`config.mk`:
```
export PLATFORM = sky130hd
export DESIGN_NAME = core_top
export DESIGN_NICKNAME = d
export VERILOG_FILES = /design/src/hdl/core_pkg.sv /design/src/hdl/core_top.sv /design/src/hdl/result_unit.sv /design/src/hdl/register_file.sv /design/src/hdl/execute_unit.sv /design/src/hdl/insn_decoder.sv /design/src/hdl/fetch_unit.sv
export VERILOG_INCLUDE_DIRS = /design/src /design/src/hdl
export SDC_FILE = /design/constraint.sdc
export NUM_CORES = 1
export LEC_CHECK = 0
export ABC_CLOCK_PERIOD_IN_PS = 16400
export BUFFER_PORTS_ARGS = -buffer_cell sky130_fd_sc_hd__buf_2
export CORE_AREA = 2 2 177 179
export DETAILED_ROUTE_END_ITERATION = 10
export DIE_AREA = 0 0 179 181
export PLACE_DENSITY = 0.7
export SLEW_MARGIN = 20
export SYNTH_ARGS = -nofsm -noshare
export SYNTH_HDL_FRONTEND = slang
export SYNTH_SLANG_ARGS = --single-unit
```
`constraint.sdc`:
```
create_clock -name clk -period 16.4 [get_ports clk]
set_input_delay 2.46 -clock clk [delete_from_list [all_inputs] [get_ports clk]]
set_output_delay 2.46 -clock clk [all_outputs]
set_load 0.01 [all_outputs]
```
`src/hdl/core_config.svh`:
```
// Core configuration macros for bus widths, register count and reset IP
`ifndef CORE_CONFIG_SVH
`define CORE_CONFIG_SVH

// Word address on both buses covers bits 19:1
`define CORE_ADDR_WIDTH 19

// Bus and register width
`define CORE_DATA_WIDTH 16

// General registers AX through DI
`define CORE_NUM_REGS 8

`define CORE_RESET_IP 16'h0000

`endif
```
`src/hdl/core_pkg.sv`:
```
// Core package with opcode, instruction, result, flags and Wishbone request types
`default_nettype none

`include "core_config.svh"

package core_pkg;

    typedef enum logic [3:0] {
        OP_MOV_IMM,
        OP_ADD,
        OP_SUB,
        OP_AND,
        OP_OR,
        OP_XOR,
        OP_STORE,
        OP_JZ,
        OP_JNZ,
        OP_HLT,
        OP_NOP
    } opcode_e;

    // AX=0, CX, DX, BX, SP, BP, SI, DI=7
    typedef logic [2:0] reg_idx_t;

    typedef struct packed {
        opcode_e                     op;
        reg_idx_t                    dst;
        reg_idx_t                    src;
        logic [`CORE_DATA_WIDTH-1:0] imm;
        logic [`CORE_DATA_WIDTH-1:0] next_ip;
    } insn_t;

    typedef struct packed {
        logic zf;
        logic sf;
        logic cf;
    } flags_t;

    typedef struct packed {
        logic                        reg_wr;
        reg_idx_t                    dst;
        logic [`CORE_DATA_WIDTH-1:0] value;
        logic                        flags_wr;
        flags_t                      flags;
        logic                        store;
        logic [`CORE_DATA_WIDTH-1:0] store_addr;
    } result_t;

    // Master side of a Wishbone classic bus
    typedef struct packed {
        logic                        cyc;
        logic                        stb;
        logic                        we;
        logic [`CORE_ADDR_WIDTH:1]   adr;
        logic [`CORE_DATA_WIDTH-1:0] dat;
        logic [1:0]                  sel;
    } wb_req_t;

endpackage

`default_nettype wire

```
`src/hdl/core_top.sv`:
```
// Core top level connecting fetch, decode, execute, register file and result stages
`default_nettype none

`include "core_config.svh"

module core_top (
    input  logic                        clk,
    input  logic                        rst,
    output core_pkg::wb_req_t           instr_wb,
    input  logic [`CORE_DATA_WIDTH-1:0] instr_dat,
    input  logic                        instr_ack,
    output core_pkg::wb_req_t           data_wb,
    input  logic                        data_ack,
    output logic                        halted
);

    import core_pkg::*;

    logic                        byte_valid;
    logic [7:0]                  byte_data;
    logic [`CORE_DATA_WIDTH-1:0] byte_addr;
    logic                        byte_ready;
    logic                        insn_valid;
    insn_t                       insn;
    logic                        insn_ready;
    reg_idx_t                    rd_sel_a;
    reg_idx_t                    rd_sel_b;
    logic [`CORE_DATA_WIDTH-1:0] rd_val_a;
    logic [`CORE_DATA_WIDTH-1:0] rd_val_b;
    flags_t                      flags;
    logic                        result_valid;
    result_t                     result;
    logic                        result_ready;
    logic                        redirect;
    logic [`CORE_DATA_WIDTH-1:0] redirect_ip;
    logic                        wr_en;
    reg_idx_t                    wr_sel;
    logic [`CORE_DATA_WIDTH-1:0] wr_val;

    fetch_unit fetch_unit_inst (.*);

    // A redirect empties the decoder
    insn_decoder insn_decoder_inst (
        .flush(redirect),
        .*
    );

    execute_unit execute_unit_inst (.*);

    register_file register_file_inst (.*);

    result_unit result_unit_inst (.*);

endmodule

`default_nettype wire

```
`src/hdl/result_unit.sv`:
```
// Result unit for register and flag write-back, and the data-bus store master
`default_nettype none

`include "core_config.svh"

module result_unit (
    input  logic                        clk,
    input  logic                        rst,
    input  logic                        result_valid,
    input  core_pkg::result_t           result,
    output logic                        result_ready,
    output logic                        wr_en,
    output core_pkg::reg_idx_t          wr_sel,
    output logic [`CORE_DATA_WIDTH-1:0] wr_val,
    output core_pkg::flags_t            flags,
    output core_pkg::wb_req_t           data_wb,
    input  logic                        data_ack
);

    typedef enum logic {
        ST_IDLE,
        ST_STORE
    } state_e;

    state_e                      state;
    logic                        take;
    logic [`CORE_DATA_WIDTH-2:0] store_word;
    logic [`CORE_DATA_WIDTH-1:0] store_dat;

    assign result_ready = state == ST_IDLE;
    assign take         = result_valid && result_ready;

    // Register write lands on the acceptance edge
    assign wr_en  = take && result.reg_wr;
    assign wr_sel = result.dst;
    assign wr_val = result.value;

    always_ff @(posedge clk) begin
        if (rst) begin
            state <= ST_IDLE;
            flags <= '0;
        end else begin
            case (state)
                ST_IDLE:  state <= (take && result.store) ? ST_STORE : ST_IDLE;
                ST_STORE: state <= data_ack ? ST_IDLE : ST_STORE;
            endcase
            if (take && result.flags_wr) begin
                flags <= result.flags;
            end
        end
    end

    always_ff @(posedge clk) begin
        if (take && result.store) begin
            store_word <= result.store_addr[`CORE_DATA_WIDTH-1:1];
            store_dat  <= result.value;
        end
    end

    // Word store with both byte lanes, upper address bits zero
    always_comb begin
        data_wb     = '0;
        data_wb.cyc = state == ST_STORE;
        data_wb.stb = state == ST_STORE;
        data_wb.we  = state == ST_STORE;
        data_wb.adr = {{(`CORE_ADDR_WIDTH - `CORE_DATA_WIDTH + 1){1'b0}}, store_word};
        data_wb.dat = store_dat;
        data_wb.sel = 2'b11;
    end

endmodule

`default_nettype wire

```
`src/hdl/register_file.sv`:
```
// Register file of eight 16-bit general registers with two read ports and one write port
`default_nettype none

`include "core_config.svh"

module register_file (
    input  logic                        clk,
    input  logic                        rst,
    input  core_pkg::reg_idx_t          rd_sel_a,
    input  core_pkg::reg_idx_t          rd_sel_b,
    output logic [`CORE_DATA_WIDTH-1:0] rd_val_a,
    output logic [`CORE_DATA_WIDTH-1:0] rd_val_b,
    input  logic                        wr_en,
    input  core_pkg::reg_idx_t          wr_sel,
    input  logic [`CORE_DATA_WIDTH-1:0] wr_val
);

    logic [`CORE_DATA_WIDTH-1:0] regs [`CORE_NUM_REGS];

    always_ff @(posedge clk) begin
        if (rst) begin
            for (int i = 0; i < `CORE_NUM_REGS; i++) begin
                regs[i] <= '0;
            end
        end else if (wr_en) begin
            regs[wr_sel] <= wr_val;
        end
    end

    assign rd_val_a = regs[rd_sel_a];
    assign rd_val_b = regs[rd_sel_b];

endmodule

`default_nettype wire

```
`src/hdl/execute_unit.sv`:
```
// Execute unit with the ALU and jump test, producing one result per instruction
`default_nettype none

`include "core_config.svh"

module execute_unit (
    input  logic                        clk,
    input  logic                        rst,
    input  logic                        insn_valid,
    input  core_pkg::insn_t             insn,
    output logic                        insn_ready,
    output core_pkg::reg_idx_t          rd_sel_a,
    output core_pkg::reg_idx_t          rd_sel_b,
    input  logic [`CORE_DATA_WIDTH-1:0] rd_val_a,
    input  logic [`CORE_DATA_WIDTH-1:0] rd_val_b,
    input  core_pkg::flags_t            flags,
    output logic                        result_valid,
    output core_pkg::result_t           result,
    input  logic                        result_ready,
    output logic                        redirect,
    output logic [`CORE_DATA_WIDTH-1:0] redirect_ip,
    output logic                        halted
);

    import core_pkg::*;

    logic                      take;
    logic                      taken;
    logic                      produces;
    logic                      hlt_seen;
    logic [`CORE_DATA_WIDTH:0] sum;
    logic [`CORE_DATA_WIDTH:0] diff;
    result_t                   res_next;

    // Hold off during a redirect so no wrong-path instruction slips in
    assign insn_ready = !result_valid && !hlt_seen && !redirect;
    assign take       = insn_valid && insn_ready;

    assign rd_sel_a = insn.dst;
    assign rd_sel_b = insn.src;

    assign sum   = {1'b0, rd_val_a} + {1'b0, rd_val_b};
    assign diff  = {1'b0, rd_val_a} - {1'b0, rd_val_b};
    assign taken = (insn.op == OP_JZ && flags.zf) || (insn.op == OP_JNZ && !flags.zf);

    always_comb begin
        res_next            = '0;
        res_next.dst        = insn.dst;
        res_next.store_addr = insn.imm;
        res_next.reg_wr     = 1'b1;
        res_next.flags_wr   = 1'b1;
        case (insn.op)
            OP_ADD: begin
                res_next.value    = sum[`CORE_DATA_WIDTH-1:0];
                res_next.flags.cf = sum[`CORE_DATA_WIDTH];
            end
            OP_SUB: begin
                res_next.value    = diff[`CORE_DATA_WIDTH-1:0];
                res_next.flags.cf = diff[`CORE_DATA_WIDTH];
            end
            OP_AND: res_next.value = rd_val_a & rd_val_b;
            OP_OR:  res_next.value = rd_val_a | rd_val_b;
            OP_XOR: res_next.value = rd_val_a ^ rd_val_b;
            OP_MOV_IMM: begin
                res_next.value    = insn.imm;
                res_next.flags_wr = 1'b0;
            end
            OP_STORE: begin
                res_next.value    = rd_val_a;
                res_next.reg_wr   = 1'b0;
                res_next.flags_wr = 1'b0;
                res_next.store    = 1'b1;
            end
            default: begin
                res_next.reg_wr   = 1'b0;
                res_next.flags_wr = 1'b0;
            end
        endcase
        res_next.flags.zf = res_next.value == '0;
        res_next.flags.sf = res_next.value[`CORE_DATA_WIDTH-1];
    end

    // Jumps, HLT and no-ops leave nothing for the result stage
    assign produces = res_next.reg_wr || res_next.store;

    always_ff @(posedge clk) begin
        if (rst) begin
            result_valid <= 1'b0;
            redirect     <= 1'b0;
            hlt_seen     <= 1'b0;
            halted       <= 1'b0;
        end else begin
            if (result_valid) begin
                result_valid <= !result_ready;
            end else begin
                result_valid <= take && produces;
            end
            redirect <= take && taken;
            if (take && insn.op == OP_HLT) begin
                hlt_seen <= 1'b1;
            end
            // Wait for an open store to drain before reporting halt
            if (hlt_seen && !result_valid && result_ready) begin
                halted <= 1'b1;
            end
        end
    end

    always_ff @(posedge clk) begin
        if (take) begin
            result      <= res_next;
            redirect_ip <= insn.next_ip + insn.imm;
        end
    end

endmodule

`default_nettype wire

```
`src/hdl/insn_decoder.sv`:
```
// Instruction decoder that assembles one decoded instruction from the code byte stream
`default_nettype none

`include "core_config.svh"

module insn_decoder (
    input  logic                        clk,
    input  logic                        rst,
    input  logic                        byte_valid,
    input  logic [7:0]                  byte_data,
    input  logic [`CORE_DATA_WIDTH-1:0] byte_addr,
    output logic                        byte_ready,
    input  logic                        flush,
    output logic                        insn_valid,
    output core_pkg::insn_t             insn,
    input  logic                        insn_ready
);

    import core_pkg::*;

    typedef enum logic [2:0] {
        ST_OPCODE,
        ST_MODRM,
        ST_IMM_LO,
        ST_IMM_HI,
        ST_REL8,
        ST_DONE
    } state_e;

    state_e  state;
    state_e  op_state;
    opcode_e op_decoded;
    logic    take;

    assign byte_ready = state != ST_DONE;
    assign insn_valid = state == ST_DONE;
    assign take       = byte_valid && byte_ready && !flush;

    always_comb begin
        case (byte_data)
            8'h01:   op_decoded = OP_ADD;
            8'h29:   op_decoded = OP_SUB;
            8'h21:   op_decoded = OP_AND;
            8'h09:   op_decoded = OP_OR;
            8'h31:   op_decoded = OP_XOR;
            8'hA3:   op_decoded = OP_STORE;
            8'h74:   op_decoded = OP_JZ;
            8'h75:   op_decoded = OP_JNZ;
            8'hF4:   op_decoded = OP_HLT;
            default: op_decoded = (byte_data[7:3] == 5'b10111) ? OP_MOV_IMM : OP_NOP;
        endcase

        // Bytes still to come after the opcode
        case (op_decoded)
            OP_MOV_IMM, OP_STORE:                  op_state = ST_IMM_LO;
            OP_ADD, OP_SUB, OP_AND, OP_OR, OP_XOR: op_state = ST_MODRM;
            OP_JZ, OP_JNZ:                         op_state = ST_REL8;
            default:                               op_state = ST_DONE;
        endcase
    end

    always_ff @(posedge clk) begin
        if (rst || flush) begin
            state <= ST_OPCODE;
        end else if (state == ST_DONE) begin
            if (insn_ready) begin
                state <= ST_OPCODE;
            end
        end else if (take) begin
            case (state)
                ST_OPCODE: state <= op_state;
                ST_IMM_LO: state <= ST_IMM_HI;
                default:   state <= ST_DONE;
            endcase
        end
    end

    always_ff @(posedge clk) begin
        if (take) begin
            // Last byte taken leaves the address after the instruction
            insn.next_ip <= byte_addr + 1'b1;
            case (state)
                ST_OPCODE: begin
                    insn.op  <= op_decoded;
                    // Store always takes its data from AX
                    insn.dst <= (op_decoded == OP_STORE) ? 3'd0 : byte_data[2:0];
                    insn.src <= 3'd0;
                end
                ST_MODRM: begin
                    insn.dst <= byte_data[2:0];
                    insn.src <= byte_data[5:3];
                end
                ST_IMM_LO: insn.imm[7:0] <= byte_data;
                ST_IMM_HI: insn.imm[`CORE_DATA_WIDTH-1:8] <= byte_data;
                ST_REL8:   insn.imm <= {{(`CORE_DATA_WIDTH - 8){byte_data[7]}}, byte_data};
            endcase
        end
    end

endmodule

`default_nettype wire

```
`src/hdl/fetch_unit.sv`:
```
// Fetch unit, an instruction-bus Wishbone master that tracks the IP and hands out code bytes
`default_nettype none

`include "core_config.svh"

module fetch_unit (
    input  logic                        clk,
    input  logic                        rst,
    output core_pkg::wb_req_t           instr_wb,
    input  logic [`CORE_DATA_WIDTH-1:0] instr_dat,
    input  logic                        instr_ack,
    output logic                        byte_valid,
    output logic [7:0]                  byte_data,
    output logic [`CORE_DATA_WIDTH-1:0] byte_addr,
    input  logic                        byte_ready,
    input  logic                        redirect,
    input  logic [`CORE_DATA_WIDTH-1:0] redirect_ip
);

    // IP is the address of the buffered byte, or of the byte being fetched
    logic [`CORE_DATA_WIDTH-1:0] ip;
    logic [`CORE_DATA_WIDTH-1:0] ip_next;
    logic [`CORE_DATA_WIDTH-2:0] fetch_word;
    logic                        cyc;
    logic                        discard;
    logic                        buf_valid;
    logic [7:0]                  buf_data;
    logic                        accept;
    logic                        start;
    logic                        load;

    assign accept  = buf_valid && byte_ready;
    assign ip_next = redirect ? redirect_ip : (accept ? ip + 1'b1 : ip);

    // Open a cycle once the buffer is empty or emptying this cycle
    assign start = !cyc && (!buf_valid || accept || redirect);
    assign load  = cyc && instr_ack && !discard && !redirect;

    always_ff @(posedge clk) begin
        if (rst) begin
            ip        <= `CORE_RESET_IP;
            cyc       <= 1'b0;
            discard   <= 1'b0;
            buf_valid <= 1'b0;
        end else begin
            ip <= ip_next;

            if (start) begin
                cyc <= 1'b1;
            end else if (instr_ack) begin
                cyc <= 1'b0;
            end

            // Cycle in flight at a redirect still finishes, its data is dropped
            if (cyc && instr_ack) begin
                discard <= 1'b0;
            end else if (cyc && redirect) begin
                discard <= 1'b1;
            end

            if (load) begin
                buf_valid <= 1'b1;
            end else if (accept || redirect) begin
                buf_valid <= 1'b0;
            end
        end
    end

    always_ff @(posedge clk) begin
        if (start) begin
            fetch_word <= ip_next[`CORE_DATA_WIDTH-1:1];
        end
        if (load) begin
            buf_data <= ip[0] ? instr_dat[`CORE_DATA_WIDTH-1:8] : instr_dat[7:0];
        end
    end

    assign byte_valid = buf_valid;
    assign byte_data  = buf_data;
    assign byte_addr  = ip;

    // Read-only master, code segment fixed at zero
    always_comb begin
        instr_wb     = '0;
        instr_wb.cyc = cyc;
        instr_wb.stb = cyc;
        instr_wb.adr = {{(`CORE_ADDR_WIDTH - `CORE_DATA_WIDTH + 1){1'b0}}, fetch_word};
        instr_wb.sel = 2'b11;
    end

endmodule

`default_nettype wire

```
## After elaboration in Yosys (flattened, before gate mapping)

Memories as Yosys holds them, arrays and structs flattened. A register that Yosys moved wholly into a read port is not among the register bits.
Index checks and enable logic that the tools add are counted.

- Multiplexer cells: 34
- Reduce and logical (&&, ||, !) cells: 53
- Add/sub/neg operators: 4
- Bitwise gates (word level): 4
- Equality and inequality tests: 27

Operator list:

| cell | number |
|---|---|
| $pmux W16 S7 | 1 |
| $mux W16 | 3 |
| $pmux W4 S9 | 1 |
| $add A16 B16 Y16 | 2 |
| $eq A8 B6 Y1 const B | 3 |
| $logic_and A1 B1 Y1 | 21 |
| $mux W3 | 7 |
| $eq A4 B3 Y1 const B | 5 |
| $add A16 B1 Y16 const B | 1 |
| $and A16 B16 Y16 | 1 |
| $eq A8 B7 Y1 const B | 2 |
| $eq A8 B8 Y1 const B | 2 |
| $logic_not A16 Y1 | 1 |
| $mux W1 | 16 |
| $or A16 B16 Y16 | 1 |
| $pmux W8 S2 | 1 |
| $reduce_or A16 Y1 | 1 |
| $sub A16 B16 Y16 | 1 |
| $xor A16 B16 Y16 | 1 |
| $pmux W6 S2 | 1 |
| $reduce_bool A2 Y1 | 6 |
| $reduce_and A2 Y1 | 5 |
| $eq A4 B2 Y1 const B | 2 |
| $eq A4 B4 Y1 const B | 2 |
| 21 further kinds | 35 |

- Register bits after elaboration: 179
- Bits in writable memories: 128
- Logic and storage cells: 154
- Output and inout port bits: 81
- ROM bits: 48
- Memories: 2

Memories:

| memory | words | width | read ports | clocked after memory_dff | write ports | RTL line | text |
|---|---|---|---|---|---|---|---|
| register_file_inst.regs | 8 | 16 | 2 | 2 | 8 | register_file.sv:18 | `` logic [`CORE_DATA_WIDTH-1:0] regs [`CORE_NUM_REGS]; `` |
| (name not given) | 16 | 3 | 1 | 0 | 0 | insn_decoder.sv:54 | `case (op_decoded)` |

## Longest topological paths before layout

- Depth after elaboration: 8
- Mapped depth: 19

## By module

A second synthesis with hierarchy kept.

- Cells, all modules: 1480
- Area, all modules: 18033.5 um^2

By module, submodules not included:

| module | cells an instance | sequential area each (um^2) | area an instance (um^2) | times used |
|---|---|---|---|---|
| register_file | 430 | 3843.7 | 6999.2 | 1 |
| execute_unit | 600 | 1761.7 | 5449.0 | 1 |
| insn_decoder | 173 | 1321.3 | 2149.6 | 1 |
| fetch_unit | 195 | 1071.0 | 2092.0 | 1 |
| result_unit | 82 | 1011.0 | 1343.8 | 1 |

## Worst setup path after synthesis

No wires, ideal clock.

- Path kind: reg2reg
- Start point: register (tool-made name)
- End point: register, netlist name execute_unit_inst.result[19]
- Slack: 11.219 ns
- Setup time: 0.170 ns
- Cell stages (with the launch flop): 18
- Arrival time: 5.012 ns
- Period minus slack after synthesis: 5.181 ns
- Cells stage by stage: dfxtp_1 clkbuf_1 clkbuf_1 buf_2 buf_1 mux4_2 mux2i_1 a21oi_1 xnor2_1 ha_1 or4_1 o21ai_0 xnor2_1 o221ai_1 or4_1 or3_1 or4_1 nor4_2

==> run_results.csv <==
group,metric,value,unit
run_status,status,"finished clean",
layout,syn2layout_area_growth,10.94,%
synthesis,yosysWarnings,0,
critical_path,crit_chain,"buf_4 > mux2_2 > o221ai_1 > ha_1 > and2_1 > a21oi_1 > xnor2_1 > ha_1 > or4_1 > o21ai_0 > xnor2_1 > o221ai_1 > or4_1 > or3_1 > or4_1 > nor4_2",
clock_tree,cts-root-buf,"clkbuf_16",
critical_path,cp.required,16.73,ns
routing,first_pass_iters,5,
floorplan,die-width,179,µm
sta,skew,0.01507,ns
clock_tree,cts_buffers,35,
floorplan,fp-row-count,64,
clock_tree,clock_latency,0.52,ns
pwr,p_per_area,103.2,mW/mm²
floorplan,die_area,0.03240,mm²
clock_tree,cts.clk_slew.worst_paths,0.06,ns
critical_path,reg2reg_slack,10.69,ns
sta,final.min_clock_period,5.710,ns
clock_tree,cts.sinks,312,
job,cap_violations,0,
critical_path,critPathMaxFanout,52,
global_routing,grt_pass1_wl,62200,µm
pwr,power_frac_comb,11.0,%
critical_path,timing_worst_setup_path_type,"reg2reg",
synthesis,yosysSeqAreaShare,54.69,%
floorplan,start_util,54.40,%
routing,vias,10750,
sta,rsz0062_at_grt,"no",
sta,maxSlewHeadroom,30.72,%
floorplan,pin_count,101,
routing,wire_per_inst,22.52,µm
placed_design,io_buffers,71,
routing,drc,0,
synthesis,synth-main-ff-cell,"edfxtp_1",
critical_path,path_common_cell,"or4_1",
routing,totalWireLength,40350,µm
placed_design,dp_hpwl,27010,µm
synthesis,synth-xor-area-share,3.820,%
critical_path,start_kind,"register",
clock_tree,hold_buffers,0,
synthesis,synth_compound_area_share,8.117,%
synthesis,synthCells,1305,
layout,fin_nets,1456,
global_routing,grt_pass1_vias,10560,
synthesis,async_flop_share,0,%
synthesis,synth-adder-area-share,5.093,%
sta,period_share,34.82,%
synthesis,synth.area.mux_share,11.28,%
placed_design,place_congestion,0.9351,
synthesis,synth_edf_count,278,
synthesis,synth_area_per_cell,12.65,µm²
routing,drt-initial-drc-count,1135,
global_routing,overflow,0,
synthesis,synth-simple-area-share,12.71,%
pwr,ir_worst_vdd,62.30,µV
pwr,p_leak,6.990,nW
synthesis,synth_top_area_share,50.56,%
critical_path,critPathMaxStageDelay,0.55,ns
floorplan,core,0.03035,mm²
floorplan,dieHeight,181,µm
critical_path,cp.arrival,6.04,ns
synthesis,synth_top_family_by_area,"simple AND/OR/NAND/NOR gates",
clock_tree,cts_setup_buffers,0,
pwr,p_switching,0.0004487,W
critical_path,cp-end-kind,"register",
clock_tree,cts_resized,0,
layout,final_common_cell,"edfxtp_1",
layout,final_cell_mix,"edfxtp_1 (278), and2_1 (135), nand2_1 (73)",
synthesis,netlist_top_cells_area,"edfxtp_1 (51%), mux4_2 (6.1%), and2_1 (5.2%)",
sta,tightest_slew,1.039,ns
sta,slew_viol_final,0,
synthesis,ys_ff_latch,312,
sta,final-setup-viol-count,0,
pwr,clockPowerShare,41.6,%
critical_path,slowest_stage,"or4_1",
sta,tns,0,ns
sta,hold_slack,0.4171,ns
pwr,intPower,0.001442,W
clock_tree,cts_tree,"built",
global_routing,grt_usage,25.39,%
routing,drt-vias-per-instance,5.997,
sta,fmax,175.1,MHz
routing,antenna_left,0,
min_path,hp-class,"reg2reg",
pwr,p_sw_share,23.74,%
clock_tree,clockBufferDepth,3,
clock_tree,htreeDepth,2,
layout,drive_gt1_share,18.91,%
global_routing,antenna_found_initial,0,
layout,antenna_cells,0,
sta,hold_viol,0,
synthesis,ys_types,71,
synthesis,synth_top_area_cell,"edfxtp_1",
global_routing,grt_start_max_net_pins,53,
synthesis,syn_area,0.01651,mm²
min_path,hp-start,"execute_unit_inst.result[8]$_DFFE_PP_",
pwr,seq_power_share,47.4,%
## critical path: cells and delay by family (launching register included)
| kind | cells | cell delay (ns) |
|---|---|---|
| compound gates | 4 | 1.17 |
| simple gates | 6 | 2.18 |
| xor+xnor | 2 | 0.36 |
| flops | 1 | 0.33 |
| mux | 1 | 0.42 |
| fa+ha+maj | 2 | 0.50 |
| buf+inv | 1 | 0.54 |
## worst paths after layout
kind,cells past startpoint,end
hold reg to reg,0,result_unit_inst.store_word[7]$_DFFE_PP_
setup / recovery,16,execute_unit_inst.result[19]$_DFFE_PP_
hold / removal,0,result_unit_inst.store_word[7]$_DFFE_PP_
setup reg to reg,16,execute_unit_inst.result[19]$_DFFE_PP_
## stage by stage
step | utilization [%] | power, W | instance area [µm²] | setup slack (ns) | instances
4_1_cts | 60.35 | 0.001898 | 18320 | 10.74 | 1792
5_1_grt | 60.35 | 0.001957 | 18320 | 10.43 | 1792
6_report | 60.35 | 0.001891 | 18320 | 10.69 | 1792
2_1_floorplan | - | 0.001068 | 16610 | 11.22 | 1332
3_5_place_dp | 56.55 | 0.001118 | 17160 | 10.76 | 1729
3_3_place_gp | 56.55 | 0.001113 | 17160 | 11.02 | 1729
## Yosys cell counts (6+ instances only)
cell type  instances
nor2_1            65
a21o_1            12
buf_2              6
and3_1             6
o31ai_1            6
mux4_2            45
o21ai_0           41
dfxtp_1           34
edfxtp_1         278
a211oi_1           6
inv_1             57
nand2_1           73
clkbuf_1          45
or2_2             13
nand2b_1          10
o221ai_1          11
nor2b_1           25
a21oi_1           40
mux2i_1           19
and2_1           136
ha_1              64
nor3_1            15
or3_1              6
a22oi_1           10
xor2_1            24
o21bai_1           6
nor4_1             6
nand3_1           18
buf_4             34
xnor2_1           48
mux2_2            49
## sequential cells by signal, summed over array words and instances (netlist names), 3 cells and up, named ones only
signal and count:
fetch_unit_inst.fetch_word 15, insn_decoder_inst.insn 42, insn_decoder_inst.state 3, result_unit_inst.store_dat 16, result_unit_inst.store_word 15, fetch_unit_inst.byte_data 8
register_file_inst.regs 128, fetch_unit_inst.byte_addr 16, execute_unit_inst.result 38, execute_unit_inst.redirect_ip 16
## power groups by stage
stage,combinational (W),clock [W],sequential [W]
finish,0.000208,0.000786,0.000897
detailed placement,0.000205,0,0.000913
floorplan,0.000163,0,0.000906
global route,0.000229,0.000830,0.000898
global placement,0.000201,0,0.000912
CTS,0.000207,0.000795,0.000896
## cell families (layout without fill, tap and decap cells)
kind of cell             count (synthesis)  count (layout)
XOR/XNOR                                72              72
other                                    2              29
adder cells (fa/ha/maj)                 66              66
buffers and inverters                  149             213
AND/OR/NAND/NOR                        391             391
multiplexers                           118             118
flip-flops                             312             312
AO/OA/AOI/OAI                          195             195
## layer usage
metal,vias up,track usage [%],part of all wire (%)
met5,-,0,0
met4,0,7.252,2.7
met3,67,3.577,7.8
met2,505,39.38,46
met1,5276,37.44,43
li1,4899,-,-
## area by class of cell
class	count	area, µm²
inverters	58	217.7
flip-flops and latches	312	9031
clock inverters	12	156.4
clock buffers	51	997.2
repair buffers	92	513.0
fillers	2401	12030
well taps	396	495.5
multi-input cells	871	6905
No activity file was read; power rests on OpenSTA's default activity.
